<file path="src/io_defines.svh">
/*
 * Timer register map on the IO bus, as 14-bit word addresses (byte bits 15:2).
 * The five registers sit at consecutive words from the timer base.
 */
`ifndef IO_DEFINES_SVH
`define IO_DEFINES_SVH

// timer base word address
`define FRC_BASE 14'h3E00

// 64-bit counter value, low and high word
`define FRC_VALLO (`FRC_BASE + 14'h0)
`define FRC_VALHI (`FRC_BASE + 14'h1)

// 64-bit compare value, low and high word
`define FRC_CMPLO (`FRC_BASE + 14'h2)
`define FRC_CMPHI (`FRC_BASE + 14'h3)

// control register
`define FRC_CNTRL (`FRC_BASE + 14'h4)

// control bit positions on write
`define FRC_RUN_BIT 0
`define FRC_CLR_BIT 1
// write 0 here to drop the reached flag
// on read this position shows the flag itself
`define FRC_KEEP_BIT 2

`endif
</file>
<file path="src/frc_pkg.sv">
/*
 * Types of the free-running timer.
 * Read select bit order is vallo, valhi, cmplo, cmphi, cntrl from bit 0 up.
 */
package frc_pkg;

	// full counter and compare width
	typedef logic [63:0] frc_val_t;

	// one-hot read select, at most one bit set
	typedef logic [4:0] frc_rsel_t;

endpackage

</file>
<file path="src/io_bus_pkg.sv">
/*
 * Types shared by every peripheral on the IO bus.
 * Addresses are word addresses, so byte address bits 1:0 are not carried.
 */
package io_bus_pkg;

	// word address, byte address bits 15 to 2
	typedef logic [15:2] io_addr_t;

	// one bus data word, used for write data and the chained read data
	typedef logic [31:0] io_data_t;

endpackage

</file>
<file path="src/io_frc.sv">
/*
 * Free-running timer on the IO bus, top level.
 * Single-cycle write and read strobes, no back-pressure, read data one cycle late.
 * frc_irq is the sticky reached flag and is level, not pulse.
 */
`timescale 1ns/1ps

module io_frc
	import io_bus_pkg::*, frc_pkg::*;
(
	input  logic     clk,
	input  logic     rst_n,
	// IO bus
	input  logic     io_we,
	input  io_addr_t io_wadr,
	input  io_data_t io_wdata,
	input  io_addr_t io_radr,
	input  logic     io_radr_en,
	input  io_data_t rdata_in,
	output io_data_t rdata,
	// CSR side
	input  logic     csr_mtie,
	output logic     frc_irq
);

	logic      we_vallo;
	logic      we_valhi;
	logic      we_cmplo;
	logic      we_cmphi;
	logic      cntr_clr;
	logic      flag_drop;
	logic      run;
	logic      flag;
	frc_rsel_t rsel;
	frc_val_t  cntr_val;
	frc_val_t  cmp_val;

	assign frc_irq = flag;

	io_frc_decode decode0 (
		.clk        (clk),
		.rst_n      (rst_n),
		.io_we      (io_we),
		.io_wadr    (io_wadr),
		.io_wdata   (io_wdata),
		.io_radr    (io_radr),
		.io_radr_en (io_radr_en),
		.we_vallo   (we_vallo),
		.we_valhi   (we_valhi),
		.we_cmplo   (we_cmplo),
		.we_cmphi   (we_cmphi),
		.cntr_clr   (cntr_clr),
		.flag_drop  (flag_drop),
		.run        (run),
		.rsel       (rsel)
	);

	frc_counter counter0 (
		.clk      (clk),
		.rst_n    (rst_n),
		.cntr_clr (cntr_clr),
		.we_vallo (we_vallo),
		.we_valhi (we_valhi),
		.run      (run),
		.wdata    (io_wdata),
		.cntr_val (cntr_val)
	);

	frc_compare compare0 (
		.clk       (clk),
		.rst_n     (rst_n),
		.we_cmplo  (we_cmplo),
		.we_cmphi  (we_cmphi),
		.wdata     (io_wdata),
		.cntr_val  (cntr_val),
		.run       (run),
		.csr_mtie  (csr_mtie),
		.flag_drop (flag_drop),
		.cmp_val   (cmp_val),
		.flag      (flag)
	);

	io_frc_rdmux rdmux0 (
		.rsel     (rsel),
		.cntr_val (cntr_val),
		.cmp_val  (cmp_val),
		.run      (run),
		.flag     (flag),
		.rdata_in (rdata_in),
		.rdata    (rdata)
	);

endmodule

</file>
<file path="src/io_frc_rdmux.sv">
/*
 * Read return mux of the timer.
 * With no timer register selected the chained bus data passes straight through.
 */
`timescale 1ns/1ps
`include "io_defines.svh"

module io_frc_rdmux
	import io_bus_pkg::*, frc_pkg::*;
(
	input  frc_rsel_t rsel,
	input  frc_val_t  cntr_val,
	input  frc_val_t  cmp_val,
	input  logic      run,
	input  logic      flag,
	input  io_data_t  rdata_in,
	output io_data_t  rdata
);

	io_data_t ctrl_word;

	// control read: flag where keep was written, clear bit reads 0
	always_comb begin
		ctrl_word = '0;
		ctrl_word[`FRC_RUN_BIT]  = run;
		ctrl_word[`FRC_KEEP_BIT] = flag;
	end

	always_comb begin
		case (rsel)
			5'b00001: rdata = cntr_val[31:0];
			5'b00010: rdata = cntr_val[63:32];
			5'b00100: rdata = cmp_val[31:0];
			5'b01000: rdata = cmp_val[63:32];
			5'b10000: rdata = ctrl_word;
			// another peripheral owns this cycle
			default:  rdata = rdata_in;
		endcase
	end

endmodule

</file>
<file path="src/frc_compare.sv">
/*
 * Compare register and sticky reached flag.
 * The flag sets on an unsigned 64-bit counter >= compare while running with
 * csr_mtie high; it holds until a control write with the keep bit at 0.
 */
`timescale 1ns/1ps

module frc_compare
	import io_bus_pkg::*, frc_pkg::*;
(
	input  logic     clk,
	input  logic     rst_n,
	input  logic     we_cmplo,
	input  logic     we_cmphi,
	input  io_data_t wdata,
	input  frc_val_t cntr_val,
	input  logic     run,
	input  logic     csr_mtie,
	input  logic     flag_drop,
	output frc_val_t cmp_val,
	output logic     flag
);

	logic reached;

	// compare value, written one half at a time
	always_ff @(posedge clk or negedge rst_n) begin
		if (!rst_n) begin
			cmp_val <= '0;
		end else if (we_cmplo) begin
			cmp_val <= {cmp_val[63:32], wdata};
		end else if (we_cmphi) begin
			cmp_val <= {wdata, cmp_val[31:0]};
		end
	end

	// both operands are unsigned types
	assign reached = (cntr_val >= cmp_val) && run && csr_mtie;

	// drop beats set when both land on the same edge
	always_ff @(posedge clk or negedge rst_n) begin
		if (!rst_n) begin
			flag <= 1'b0;
		end else if (flag_drop) begin
			flag <= 1'b0;
		end else if (reached) begin
			flag <= 1'b1;
		end
	end

endmodule

</file>
<file path="src/frc_counter.sv">
/*
 * 64-bit free-running counter.
 * Priority per edge is clear, low load, high load, then increment.
 * A half load writes only its own 32 bits and carries no increment that cycle.
 */
`timescale 1ns/1ps

module frc_counter
	import io_bus_pkg::*, frc_pkg::*;
(
	input  logic     clk,
	input  logic     rst_n,
	input  logic     cntr_clr,
	input  logic     we_vallo,
	input  logic     we_valhi,
	input  logic     run,
	input  io_data_t wdata,
	output frc_val_t cntr_val
);

	frc_val_t cntr_nxt;

	always_comb begin
		cntr_nxt = cntr_val;
		if (cntr_clr) begin
			cntr_nxt = '0;
		end else if (we_vallo) begin
			cntr_nxt = {cntr_val[63:32], wdata};
		end else if (we_valhi) begin
			cntr_nxt = {wdata, cntr_val[31:0]};
		end else if (run) begin
			// carry from low word into high word comes for free
			cntr_nxt = cntr_val + 64'd1;
		end
	end

	always_ff @(posedge clk or negedge rst_n) begin
		if (!rst_n) begin
			cntr_val <= '0;
		end else begin
			cntr_val <= cntr_nxt;
		end
	end

endmodule

</file>
<file path="src/io_frc_decode.sv">
/*
 * Bus decode and control register of the timer.
 * Strobes are combinational from the bus, so a write acts on the edge that samples it.
 * Read select is delayed by one cycle to line up with the returned data.
 */
`timescale 1ns/1ps
`include "io_defines.svh"

module io_frc_decode
	import io_bus_pkg::*, frc_pkg::*;
(
	input  logic      clk,
	input  logic      rst_n,
	input  logic      io_we,
	input  io_addr_t  io_wadr,
	input  io_data_t  io_wdata,
	input  io_addr_t  io_radr,
	input  logic      io_radr_en,
	output logic      we_vallo,
	output logic      we_valhi,
	output logic      we_cmplo,
	output logic      we_cmphi,
	output logic      cntr_clr,
	output logic      flag_drop,
	output logic      run,
	output frc_rsel_t rsel
);

	logic      we_cntrl;
	frc_rsel_t rsel_nxt;

	// write address match
	assign we_vallo = io_we && (io_wadr == `FRC_VALLO);
	assign we_valhi = io_we && (io_wadr == `FRC_VALHI);
	assign we_cmplo = io_we && (io_wadr == `FRC_CMPLO);
	assign we_cmphi = io_we && (io_wadr == `FRC_CMPHI);
	assign we_cntrl = io_we && (io_wadr == `FRC_CNTRL);

	// clear and keep only act as one-shot strobes
	assign cntr_clr  = we_cntrl && io_wdata[`FRC_CLR_BIT];
	assign flag_drop = we_cntrl && !io_wdata[`FRC_KEEP_BIT];

	// read address match, one bit per register
	assign rsel_nxt[0] = io_radr_en && (io_radr == `FRC_VALLO);
	assign rsel_nxt[1] = io_radr_en && (io_radr == `FRC_VALHI);
	assign rsel_nxt[2] = io_radr_en && (io_radr == `FRC_CMPLO);
	assign rsel_nxt[3] = io_radr_en && (io_radr == `FRC_CMPHI);
	assign rsel_nxt[4] = io_radr_en && (io_radr == `FRC_CNTRL);

	// run bit, the only stored control bit
	always_ff @(posedge clk or negedge rst_n) begin
		if (!rst_n) begin
			run <= 1'b0;
		end else if (we_cntrl) begin
			run <= io_wdata[`FRC_RUN_BIT];
		end
	end

	// data comes back one cycle after the read strobe
	always_ff @(posedge clk or negedge rst_n) begin
		if (!rst_n) begin
			rsel <= '0;
		end else begin
			rsel <= rsel_nxt;
		end
	end

endmodule

</file>
<file path="config.mk">
export PLATFORM = sky130hd
export DESIGN_NAME = io_frc
export DESIGN_NICKNAME = d
export VERILOG_FILES = /design/src/frc_pkg.sv /design/src/io_bus_pkg.sv /design/src/io_frc.sv /design/src/io_frc_rdmux.sv /design/src/frc_compare.sv /design/src/frc_counter.sv /design/src/io_frc_decode.sv
export VERILOG_INCLUDE_DIRS = /design/src
export SDC_FILE = /design/constraint.sdc
export NUM_CORES = 1
export LEC_CHECK = 0
export ABC_AREA = 0
export BUFFER_PORTS_ARGS = -buffer_cell sky130_fd_sc_hd__buf_2
export CELL_PAD_IN_SITES_DETAIL_PLACEMENT = 0
export CELL_PAD_IN_SITES_GLOBAL_PLACEMENT = 1
export CORE_MARGIN = 4
export CORE_UTILIZATION = 41
export CTS_BUF_LIST = sky130_fd_sc_hd__clkbuf_8
export DETAILED_ROUTE_END_ITERATION = 10
export MAX_ROUTING_LAYER = met4
export PLACE_DENSITY = 0.79
export SLEW_MARGIN = 0
export SYNTH_ARGS = -nofsm -noshare
export SYNTH_HDL_FRONTEND = slang
export SYNTH_SLANG_ARGS = --single-unit
export TNS_END_PERCENT = 100
</file>
<file path="constraint.sdc">
create_clock -name clk -period 2.1 [get_ports clk]
set_input_delay 0.21 -clock clk [delete_from_list [all_inputs] [get_ports clk]]
set_output_delay 0.21 -clock clk [all_outputs]
set_load 0.1 [all_outputs]
</file>
* Yosys cells after proc, flatten, opt, wreduce, memory -nomap -nowiden
Cells that the tools add are included.
** Cells by class
- Shifts and indexed selects :: 0
- Bitwise operators :: 1
- $add $sub $neg :: 1
- Multiply operators :: 0
- Reductions and logical operators :: 21
- Eq/ne operators :: 17
- Divide/modulo/power cells :: 0
- Magnitude comparators :: 1
- Muxes and demuxes :: 8
** Operator list (count)
- 64-bit two-way mux :: 4
- 32-bit one-hot mux with 5 select lines :: 1
- 14-bit equality test (second input constant) :: 10
- 64-bit by 1-bit adder with 64-bit output (second input constant) :: 1
- 64-bit >= comparator :: 1
- 32-bit two-way mux :: 1
- 1-bit logical AND :: 14
- 2-bit AND reduction :: 3
- 3-bit nonzero test :: 2
- 5-bit by 1-bit equality test with 1-bit output (second input constant) :: 1
- 5-bit by 2-bit equality test with 1-bit output (second input constant) :: 1
- 5-bit by 3-bit equality test with 1-bit output (second input constant) :: 1
- 5-bit by 4-bit equality test with 1-bit output (second input constant) :: 1
- 5-bit equality test (second input constant) :: 1
- 3-bit by 2-bit inequality test with 1-bit output (second input constant) :: 1
- 1-bit two-way mux :: 2
- 2-bit inequality test (second input constant) :: 1
- 2-bit nonzero test :: 1
- 1-bit logical NOT :: 1
- 1-bit NOT :: 1
** Word-level totals
- Memory bits (read-only) :: 0
- Bits in latches :: 0
- Flip-flop bits (word level) :: 135
- Input bits :: 97
- Memories :: 0
- RAM bits :: 0
- Logic and storage cells :: 56
- Output and inout port bits :: 33

* Logic depth before layout (Yosys ltp)
Gate-level depths: netlist (run 1).
- Depth after elaboration :: 5
- Gate-level depth with buffers :: 9
- Mapped depth without buffers :: 8

* Cells and area by module
A second synthesis (run 1) with hierarchy kept.
** Unflattened totals
- Cell total of the unflattened synthesis :: 1264
- Area, all modules :: 10373.7 um2
** By module, submodules not included
- frc_counter :: sequential area each 1601.5 um2, times used 1, cells an instance 564, area each 4581.9 um2
- frc_compare :: sequential area each 1626.6 um2, times used 1, cells an instance 433, area each 3891.2 um2
- io_frc_rdmux :: sequential area each 0.0 um2, times used 1, cells an instance 234, area each 1534.0 um2
- io_frc_decode :: sequential area each 150.1 um2, times used 1, cells an instance 33, area each 366.6 um2

* Least setup slack after synthesis (run 1)
Ideal clock, no wire load.
- Path kind :: register to output
- From :: reg decode0.rsel[0]
- To :: out rdata[0]
- Path buffers :: 1
- Path slack :: -0.119 ns
- Arrival time :: 2.009 ns
- Stages on the path, launching flop included :: 8
- Data required time :: 1.890 ns
- Cell sequence :: dfrtp_1 -> xnor2_1 -> nor2_1 -> a21oi_1 -> o21ai_0 -> a21oi_1 -> clkbuf_1 -> mux2_2
** Between the ends
- Cells in the longest elaborated chain, start to end :: 2
- Elaborated cells between the ends (all ways) :: 6
- Classes of those cells :: 5 x eq/ne; 1 x mux
** RTL lines
- from (decl) :: RTL line io_frc_decode.sv:26 : output frc_rsel_t rsel
- from (signal assigned) :: RTL line io_frc_decode.sv:64 : rsel <= rsel_nxt;
- 5-bit equality test (tied with other cells) :: RTL line io_frc_rdmux.sv:30 : case (rsel)
- 32-bit one-hot mux with 5 select lines * :: RTL line io_frc_rdmux.sv:30
- to (decl) :: RTL line io_frc.sv:20 : output io_data_t rdata,
Mark *: on every way between the ends. The rest lies on a longest branch, timed or not.

* Final worst setup path (run 1)
- From :: reg decode0.rsel[0]
- To :: out rdata[24]
Same word-level chain as after synthesis.

==> flow_metrics.py, run 1 <==
metrics = {
    "die": {
        "fp.dieH_um": 163,
        "dieArea_um2": 26700,
        "die_x_um": 163,
        "start_util_pct": 41.9,
        "io_pins": 130,
        "fp.coreArea_um2": 23600,
        "rows": 56,
    },
    "critical_path": {
        "startpoint_type": "register",
        "critPathCaptureType": "output pin",
        "crit_arrival_ps": 2360,
        "worstSetupPathType": "reg -> out",
        "crit_path_max_fanout": 8,
        "critPathRequiredTime_ps": 1890,
    },
    "clock_network": {
        "cts_buffers": 17,
        "clk_pin_slew_worst_paths_ps": 90,
        "root_buffer": "clkbuf_8",
        "cts_buffer_depth": 2,
        "cts_num_sinks": 135,
        "clock_latency_ps": 460,
        "cts_tree": "built",
        "htree_levels": 4,
    },
    "routing": {
        "firstDrtPassIters": 5,
        "avgViaCountPerCell": 6.00,
        "wl_um": 42000,
        "drtIter0Drc": 1131,
        "drc": 0,
        "drtAntennaViolNets": 0,
        "detail_route.wl_per_cell_um": 22.8,
        "num_vias": 11100,
    },
    "synth": {
        "yosys.area.top_type": "dfrtp_1",
        "synth.top_cell.area_share_pct": 34.2,
        "ys_top_cells_by_area": "dfrtp_1 34%, ha_1 8.2%, a22oi_1 5.3%",
        "synthTopCellsByCount": "135 x dfrtp_1, 133 x nand2_1, 100 x o21ai_0, 73 x inv_1, 70 x a22oi_1",
        "netlist_instances": 1157,
        "synth_edf_count": 0,
        "synth_ff_type": "dfrtp_1",
        "synth_nets": 1319,
        "synth_seq_area_share_pct": 34.2,
        "synth.distinct_cells": 71,
        "synthMostInstantiatedCell": "dfrtp_1",
        "yosysWarnings": 0,
        "ys_seq_elements": 135,
        "syn_area_per_cell_um2": 8.55,
        "syn_area_um2": 9890,
        "synthArstFlopShare_pct": 100,
    },
    "timing": {
        "skew_ps": 16.6,
        "worstMarginPinSlew_ps": 528,
        "setup_tns_ps": -13560,
        "slew_headroom_pct": 64.4,
        "fmax_ghz": 0.389,
        "hold_violations": 0,
        "rsz0062_at_grt": "yes",
        "min_period_ps": 2570,
        "fin_crit_sh_pct": 122,
        "drv_slew": 0,
        "finalSetupViolCount": 35,
        "setup_ws_ps": -469,
    },
    "grt": {
        "grt_antenna_before_repair": 0,
        "grt_pass1_vias": 10600,
        "grt_first_pass_wirelength_um": 62800,
        "grt-ovfl-total": 0,
        "grt_max_degree": 46,
        "gr-usage-all-layers_pct": 31.6,
    },
    "finish": {
        "multiInputGateArea_um2": 6600,
        "antennaDiodeCount": 0,
        "fillCellCount": 2061,
        "final_layout_size_suffix_gt1_share_pct": 38.5,
        "regArea_um2": 3390,
        "layout.nets": 1676,
        "syn2layout_area_growth_pct": 47.3,
    },
    "power_and_ir_drop": {
        "p_clk_share_pct": 41.6,
        "swShare_pct": 29.3,
        "seqPwrFrac_pct": 43.9,
        "power_switching_mw": 1.77,
        "intPower_mw": 4.26,
        "ir_drop_v": 0.000344,
        "combPwrFrac_pct": 14.5,
        "power_density_nw_per_um2": 414,
        "power.leakage_nw": 6.90,
    },
    "min_path": {
        "worstHoldPathType": "in -> reg",
    },
    "outcome": {
        "violations": "setup timing",
        "status": "complete, but fails checks",
    },
    "placement": {
        "hpwl_um": 31400,
        "place.gp.congestion": 1.06,
        "place_ws_ps": -148,
        "numPortBuffers": 129,
    },
    "job": {
        "maxCapViolations": 0,
    },
}
-- worst max-delay path, cell delays in order (launching register included) --
cell,delay (ps)
dfrtp_1,430
xnor2_1,160
nor2_1,60
a21oi_2,130
o21ai_2,80
a21oi_4,180
buf_4,160
clkbuf_16,150
mux2_2,360
buf_12,170
-- logic make-up after synthesis --
group,Yosys count,synth area share (%)
buffers and inverters,141,5.86
muxes,69,7.81
and+or+nand+nor,396,21.4
DFF,135,34.2
AOI/OAI and AO/OA,340,21.5
xor gates and xnor gates,11,0.974
adders and majority gates,65,8.23
-- power by group through the flow --
stage | Combinational, mW | Sequential [mW] | Clock, mW
final | 0.874 | 2.64 | 2.51
after global routing | 0.922 | 2.65 | 2.63
after CTS | 0.853 | 2.64 | 2.52
after detailed placement | 0.833 | 2.69 | 0
after global placement | 0.825 | 2.69 | 0
after floorplan | 0.362 | 2.70 | 0
-- path summary, 6_finish.rpt --
| check | startpoint | endpoint | slack, ps | cells after the start |
|---|---|---|---|---|
| worst max-delay path | decode0.rsel[0] | rdata[24] | -470 | 9 |
| max in group asynchronous | rst_n | counter0.cntr_val[40] | 1200 | 3 |
| worst max register to register | counter0.cntr_val[43] | compare0.flag | -30 | 7 |
| min in group asynchronous | rst_n | compare0.cmp_val[21] | 190 | 2 |
| worst min register to register | compare0.cmp_val[52] | compare0.cmp_val[52] | 530 | 1 |
| worst min-delay path | io_wdata[14] | compare0.cmp_val[14] | 20 | 3 |
-- sequential cells by signal, indices dropped and copies added (netlist names) --
signal and count:
counter0.cntr_val 64, compare0.cmp_val 64, compare0.flag 1, decode0.run 1, decode0.rsel 5
-- routing by layer --
layer	wire length [um]	GRT usage, %
met1	18100	43.3
met2	19000	47.7
met3	3390	4.92
met4	1490	11.6
met5	0	-
-- metrics by stage --
stage / cells / utilization [%] / hold WS [ps] / area (um^2) / power, mW
2_1_floorplan: 1157 / - / -85.6 / 9890 / 3.06
3_3_place_gp: 1781 / 55.7 / 112 / 13100 / 3.52
3_5_place_dp: 1781 / 55.7 / 114 / 13100 / 3.53
4_1_cts: 1826 / 59.2 / 3.88 / 14000 / 6.02
5_1_grt: 1846 / 61.7 / 2.53 / 14600 / 6.20
6_report: 1846 / 61.7 / 18.2 / 14600 / 6.03
-- timing repair --
item                                   CTS  global route
gates cloned                             1             1
endpoints found under the hold margin  117             1
setup endpoints to repair               57            75
hold buffers                             3             1
buffers inserted                        10            22
resized for setup                       70           116
pin swaps                               23            46
-- cell usage in the layout, fill, tap and decap left out, drive strengths merged, types with 5 or more instances in the layout --
cell and n:
a21oi 63, a22oi 70, a31oi 35, a32oi 7, and2 10, and3 23, and4 10, buf 401
clkbuf 18, dfrtp 135, ha 65, inv 78, mux2 65, nand2 133, nand3 38, nand4 36
nor2 59, nor2b 6, nor3 25, nor4 26, nor4b 6, o211ai 9, o21ai 112, o22ai 6
or4 5, xnor2 7
-- area by class of cell --
class                      count  share of cell area (%)
clock buffer                  17                    1.61
timing repair buffer         406                    23.8
inverter                      73                    1.88
tap                          319                    2.74
clock inverter                15                    1.40
multi-input combinational    881                    45.3
sequential                   135                    23.3
No activity file was read; power rests on OpenSTA's default activity.
==> run 2: changes to the inputs <==
- MAX_ROUTING_LAYER: met4 -> default
- SYNTH_HIERARCHICAL: default -> 1
==> run 2 against run 1 <==
Compared with the run above: the run still ends with setup timing left; synthesized area up 4.9%; clock power up 7%; critical path type unchanged; sequential cell count unchanged; cell area up 13%; via count up 15%; wire length up 16%; non-clock buffer count up 110; cell count up 11%; sequential power about the same.
==> flow_metrics.py, run 2 <==
metrics = {
    "grt": {
        "use_met2_pct": 48.9,
        "grt_max_degree": 44,
        "grt-ovfl-total": 0,
        "top_usage_layer": "met2",
        "gr-usage-all-layers_pct": 32.8,
        "grt_use_met1_pct": 47.0,
        "grt_first_pass_wirelength_um": 71100,
        "grt_pass1_vias": 11900,
        "grt_antenna_before_repair": 1,
        "grtUsageMet3_pct": 8.34,
    },
    "synth": {
        "synth_ff_type": "dfrtp_1",
        "ys_top_cells_by_area": "dfrtp_1 33%, ha_1 7.8%, nand3_1 7.8%",
        "ys_seq_elements": 135,
        "synth_edf_count": 0,
        "synth.top_cell.area_share_pct": 32.6,
        "yosysWarnings": 6,
        "synth_seq_area_share_pct": 32.6,
        "syn_area_per_cell_um2": 8.21,
        "synthTopCellsByCount": "162 x nand3_1, 151 x nand2_1, 135 x dfrtp_1, 86 x nand4_1, 79 x o21ai_0",
        "synthMostInstantiatedCell": "nand3_1",
        "yosys.area.top_type": "dfrtp_1",
        "netlist_instances": 1264,
        "synthArstFlopShare_pct": 100,
        "synth.distinct_cells": 76,
        "synth_nets": 1426,
        "syn_area_um2": 10400,
    },
    "critical_path": {
        "slowest_delay_ps": 470,
        "cp_common_cell": "buf_12",
        "crit_arrival_ps": 2400,
        "crit_slowest_cell": "dfrtp_2",
        "path_cells": "xor2_1 > o211a_1 > or3_4 > buf_12 > mux2_4 > buf_12",
        "critPathRequiredTime_ps": 1890,
        "critPathCaptureType": "output pin",
        "cp.buffers_inverters": 2,
        "crit_family": "flip-flops",
        "worstSetupPathType": "reg -> out",
        "startpoint_type": "register",
        "crit_path_max_fanout": 12,
    },
    "placement": {
        "place.gp.congestion": 1.02,
        "numPortBuffers": 129,
        "hpwl_um": 35700,
    },
    "power_and_ir_drop": {
        "ir_drop_v": 0.000287,
        "power.leakage_nw": 8.01,
        "power_density_nw_per_um2": 367,
    },
    "die": {
        "start_util_pct": 42.2,
        "io_pins": 130,
        "fp.coreArea_um2": 24600,
        "die_x_um": 167,
        "rows": 57,
        "fp.dieH_um": 167,
        "dieArea_um2": 27900,
    },
    "timing": {
        "worstMarginPinSlew_ps": 563,
        "fmax_ghz": 0.384,
        "hold_violations": 0,
        "fin_crit_sh_pct": 124,
        "skew_ps": 22.3,
        "slew_headroom_pct": 62.0,
        "setup_ws_ps": -506,
        "holdWs_ps": 39.8,
        "finalSetupViolCount": 97,
        "rsz0062_at_grt": "yes",
        "drv_slew": 0,
        "min_period_ps": 2610,
    },
    "clock_network": {
        "htree_levels": 4,
        "cts_buffers": 17,
        "cts_num_sinks": 135,
        "cts_buffer_depth": 2,
        "cts_tree": "built",
        "clk_pin_slew_worst_paths_ps": 90,
        "root_buffer": "clkbuf_8",
        "clock_latency_ps": 470,
    },
    "routing": {
        "drtAntennaViolNets": 0,
        "wl_um": 48700,
        "firstDrtPassIters": 6,
        "avgViaCountPerCell": 6.18,
        "num_vias": 12700,
        "drc": 0,
        "drtIter0Drc": 1977,
        "detail_route.wl_per_cell_um": 23.7,
    },
    "finish": {
        "reg_top3": "compare0/cmp_val: 64 flops, counter0/cntr_val: 64 flops, decode0/rsel: 5 flops",
        "final_common_cell": "buf_4",
        "syn2layout_area_growth_pct": 58.6,
        "fin_util_pct": 66.9,
        "layout.nets": 1882,
        "final_layout_size_suffix_gt1_share_pct": 43.3,
        "final_cell_mix": "293 x buf_4, 155 x nand3_1, 133 x nand2_1",
    },
    "outcome": {
        "status": "complete, but fails checks",
        "violations": "setup timing",
    },
    "job": {
        "maxCapViolations": 0,
    },
    "min_path": {
        "worstHoldPathType": "in -> reg",
    },
}
[run 2: layout make-up]
type | instances | area, um^2
timing repair buffer | 516 | 4580
fill | 1971 | 8150
sequential | 135 | 3390
multi-input combinational | 977 | 7340
clock buffer | 20 | 275
inverter | 73 | 274
antenna | 1 | 2.50
tap | 324 | 405
clock inverter | 12 | 198
[run 2: worst paths after layout]
path,cells after the start,end,start,slack (ps)
setup / recovery,6,rdata[30],decode0/rsel[1],-510
hold / removal,3,compare0/cmp_val[47],io_wdata[15],40
setup reg to reg,7,counter0/cntr_val[55],counter0/cntr_val[17],-260
hold reg to reg,2,compare0/cmp_val[47],compare0/cmp_val[47],560
max in group asynchronous,3,compare0/cmp_val[49],rst_n,1180
min in group asynchronous,2,compare0/cmp_val[37],rst_n,250
[run 2: what timing repair did]
item / 4_1_cts / 5_1_grt
buffers inserted: 42 / 44
hold buffers: 5 / 0
gates resized for setup: 186 / 105
gates cloned: 6 / 2
endpoints found under the hold margin: 44 / 0
endpoints found under the setup margin: 97 / 97
pin swaps: 90 / 90
[run 2: power by group]
part / total (mW) / leakage, nW / internal (mW) / switching (mW)
registers: 2.61 / 1.54 / 2.60 / 0.00373
clock network: 2.69 / 0.241 / 1.51 / 1.18
logic: 0.742 / 6.24 / 0.271 / 0.471
total: 6.03 / 8.01 / 4.38 / 1.65
[run 2: stage by stage]
| stage | power (mW) | setup WS (ps) | instance area (um^2) | cells | setup TNS, ps |
|---|---|---|---|---|---|
| floorplan | 2.98 | -821 | 10600 | 1264 | -36780 |
| global placement | 3.37 | -911 | 14100 | 1946 | -64840 |
| detailed placement | 3.38 | -911 | 14100 | 1946 | -67420 |
| CTS | 6.04 | -568 | 15800 | 2027 | -29610 |
| global route | 6.20 | -573 | 16500 | 2057 | -35820 |
| finish | 6.03 | -506 | 16500 | 2058 | -31900 |
[run 2: metal layers]
metal	vias to the layer above	routed length, um
met2	799	21000
met4	2	1740
met1	6088	20200
met3	161	5770
li1	5661	-
met5	-	12
[run 2: kinds of logic (layout without fill, tap and decap cells)]
family / Yosys count / after routing / synth area share [%]
other: 0 / 1 / 0
buffers and inverters: 152 / 621 / 5.81
DFF: 135 / 135 / 32.6
muxes: 55 / 55 / 6.71
and+or+nand+nor: 617 / 617 / 31.8
AOI/OAI and AO/OA: 232 / 232 / 14.6
xor gates and xnor gates: 8 / 8 / 0.675
adders and majority gates: 65 / 65 / 7.84
[run 2: worst reg2reg max path, stage by stage (launching register included)]
cell and delay [ps]:
dfrtp_1 520, buf_4 190, nand4_1 210, nor3_1 500
nand4_1 320, buf_4 250, mux2i_1 190, nand2_1 80
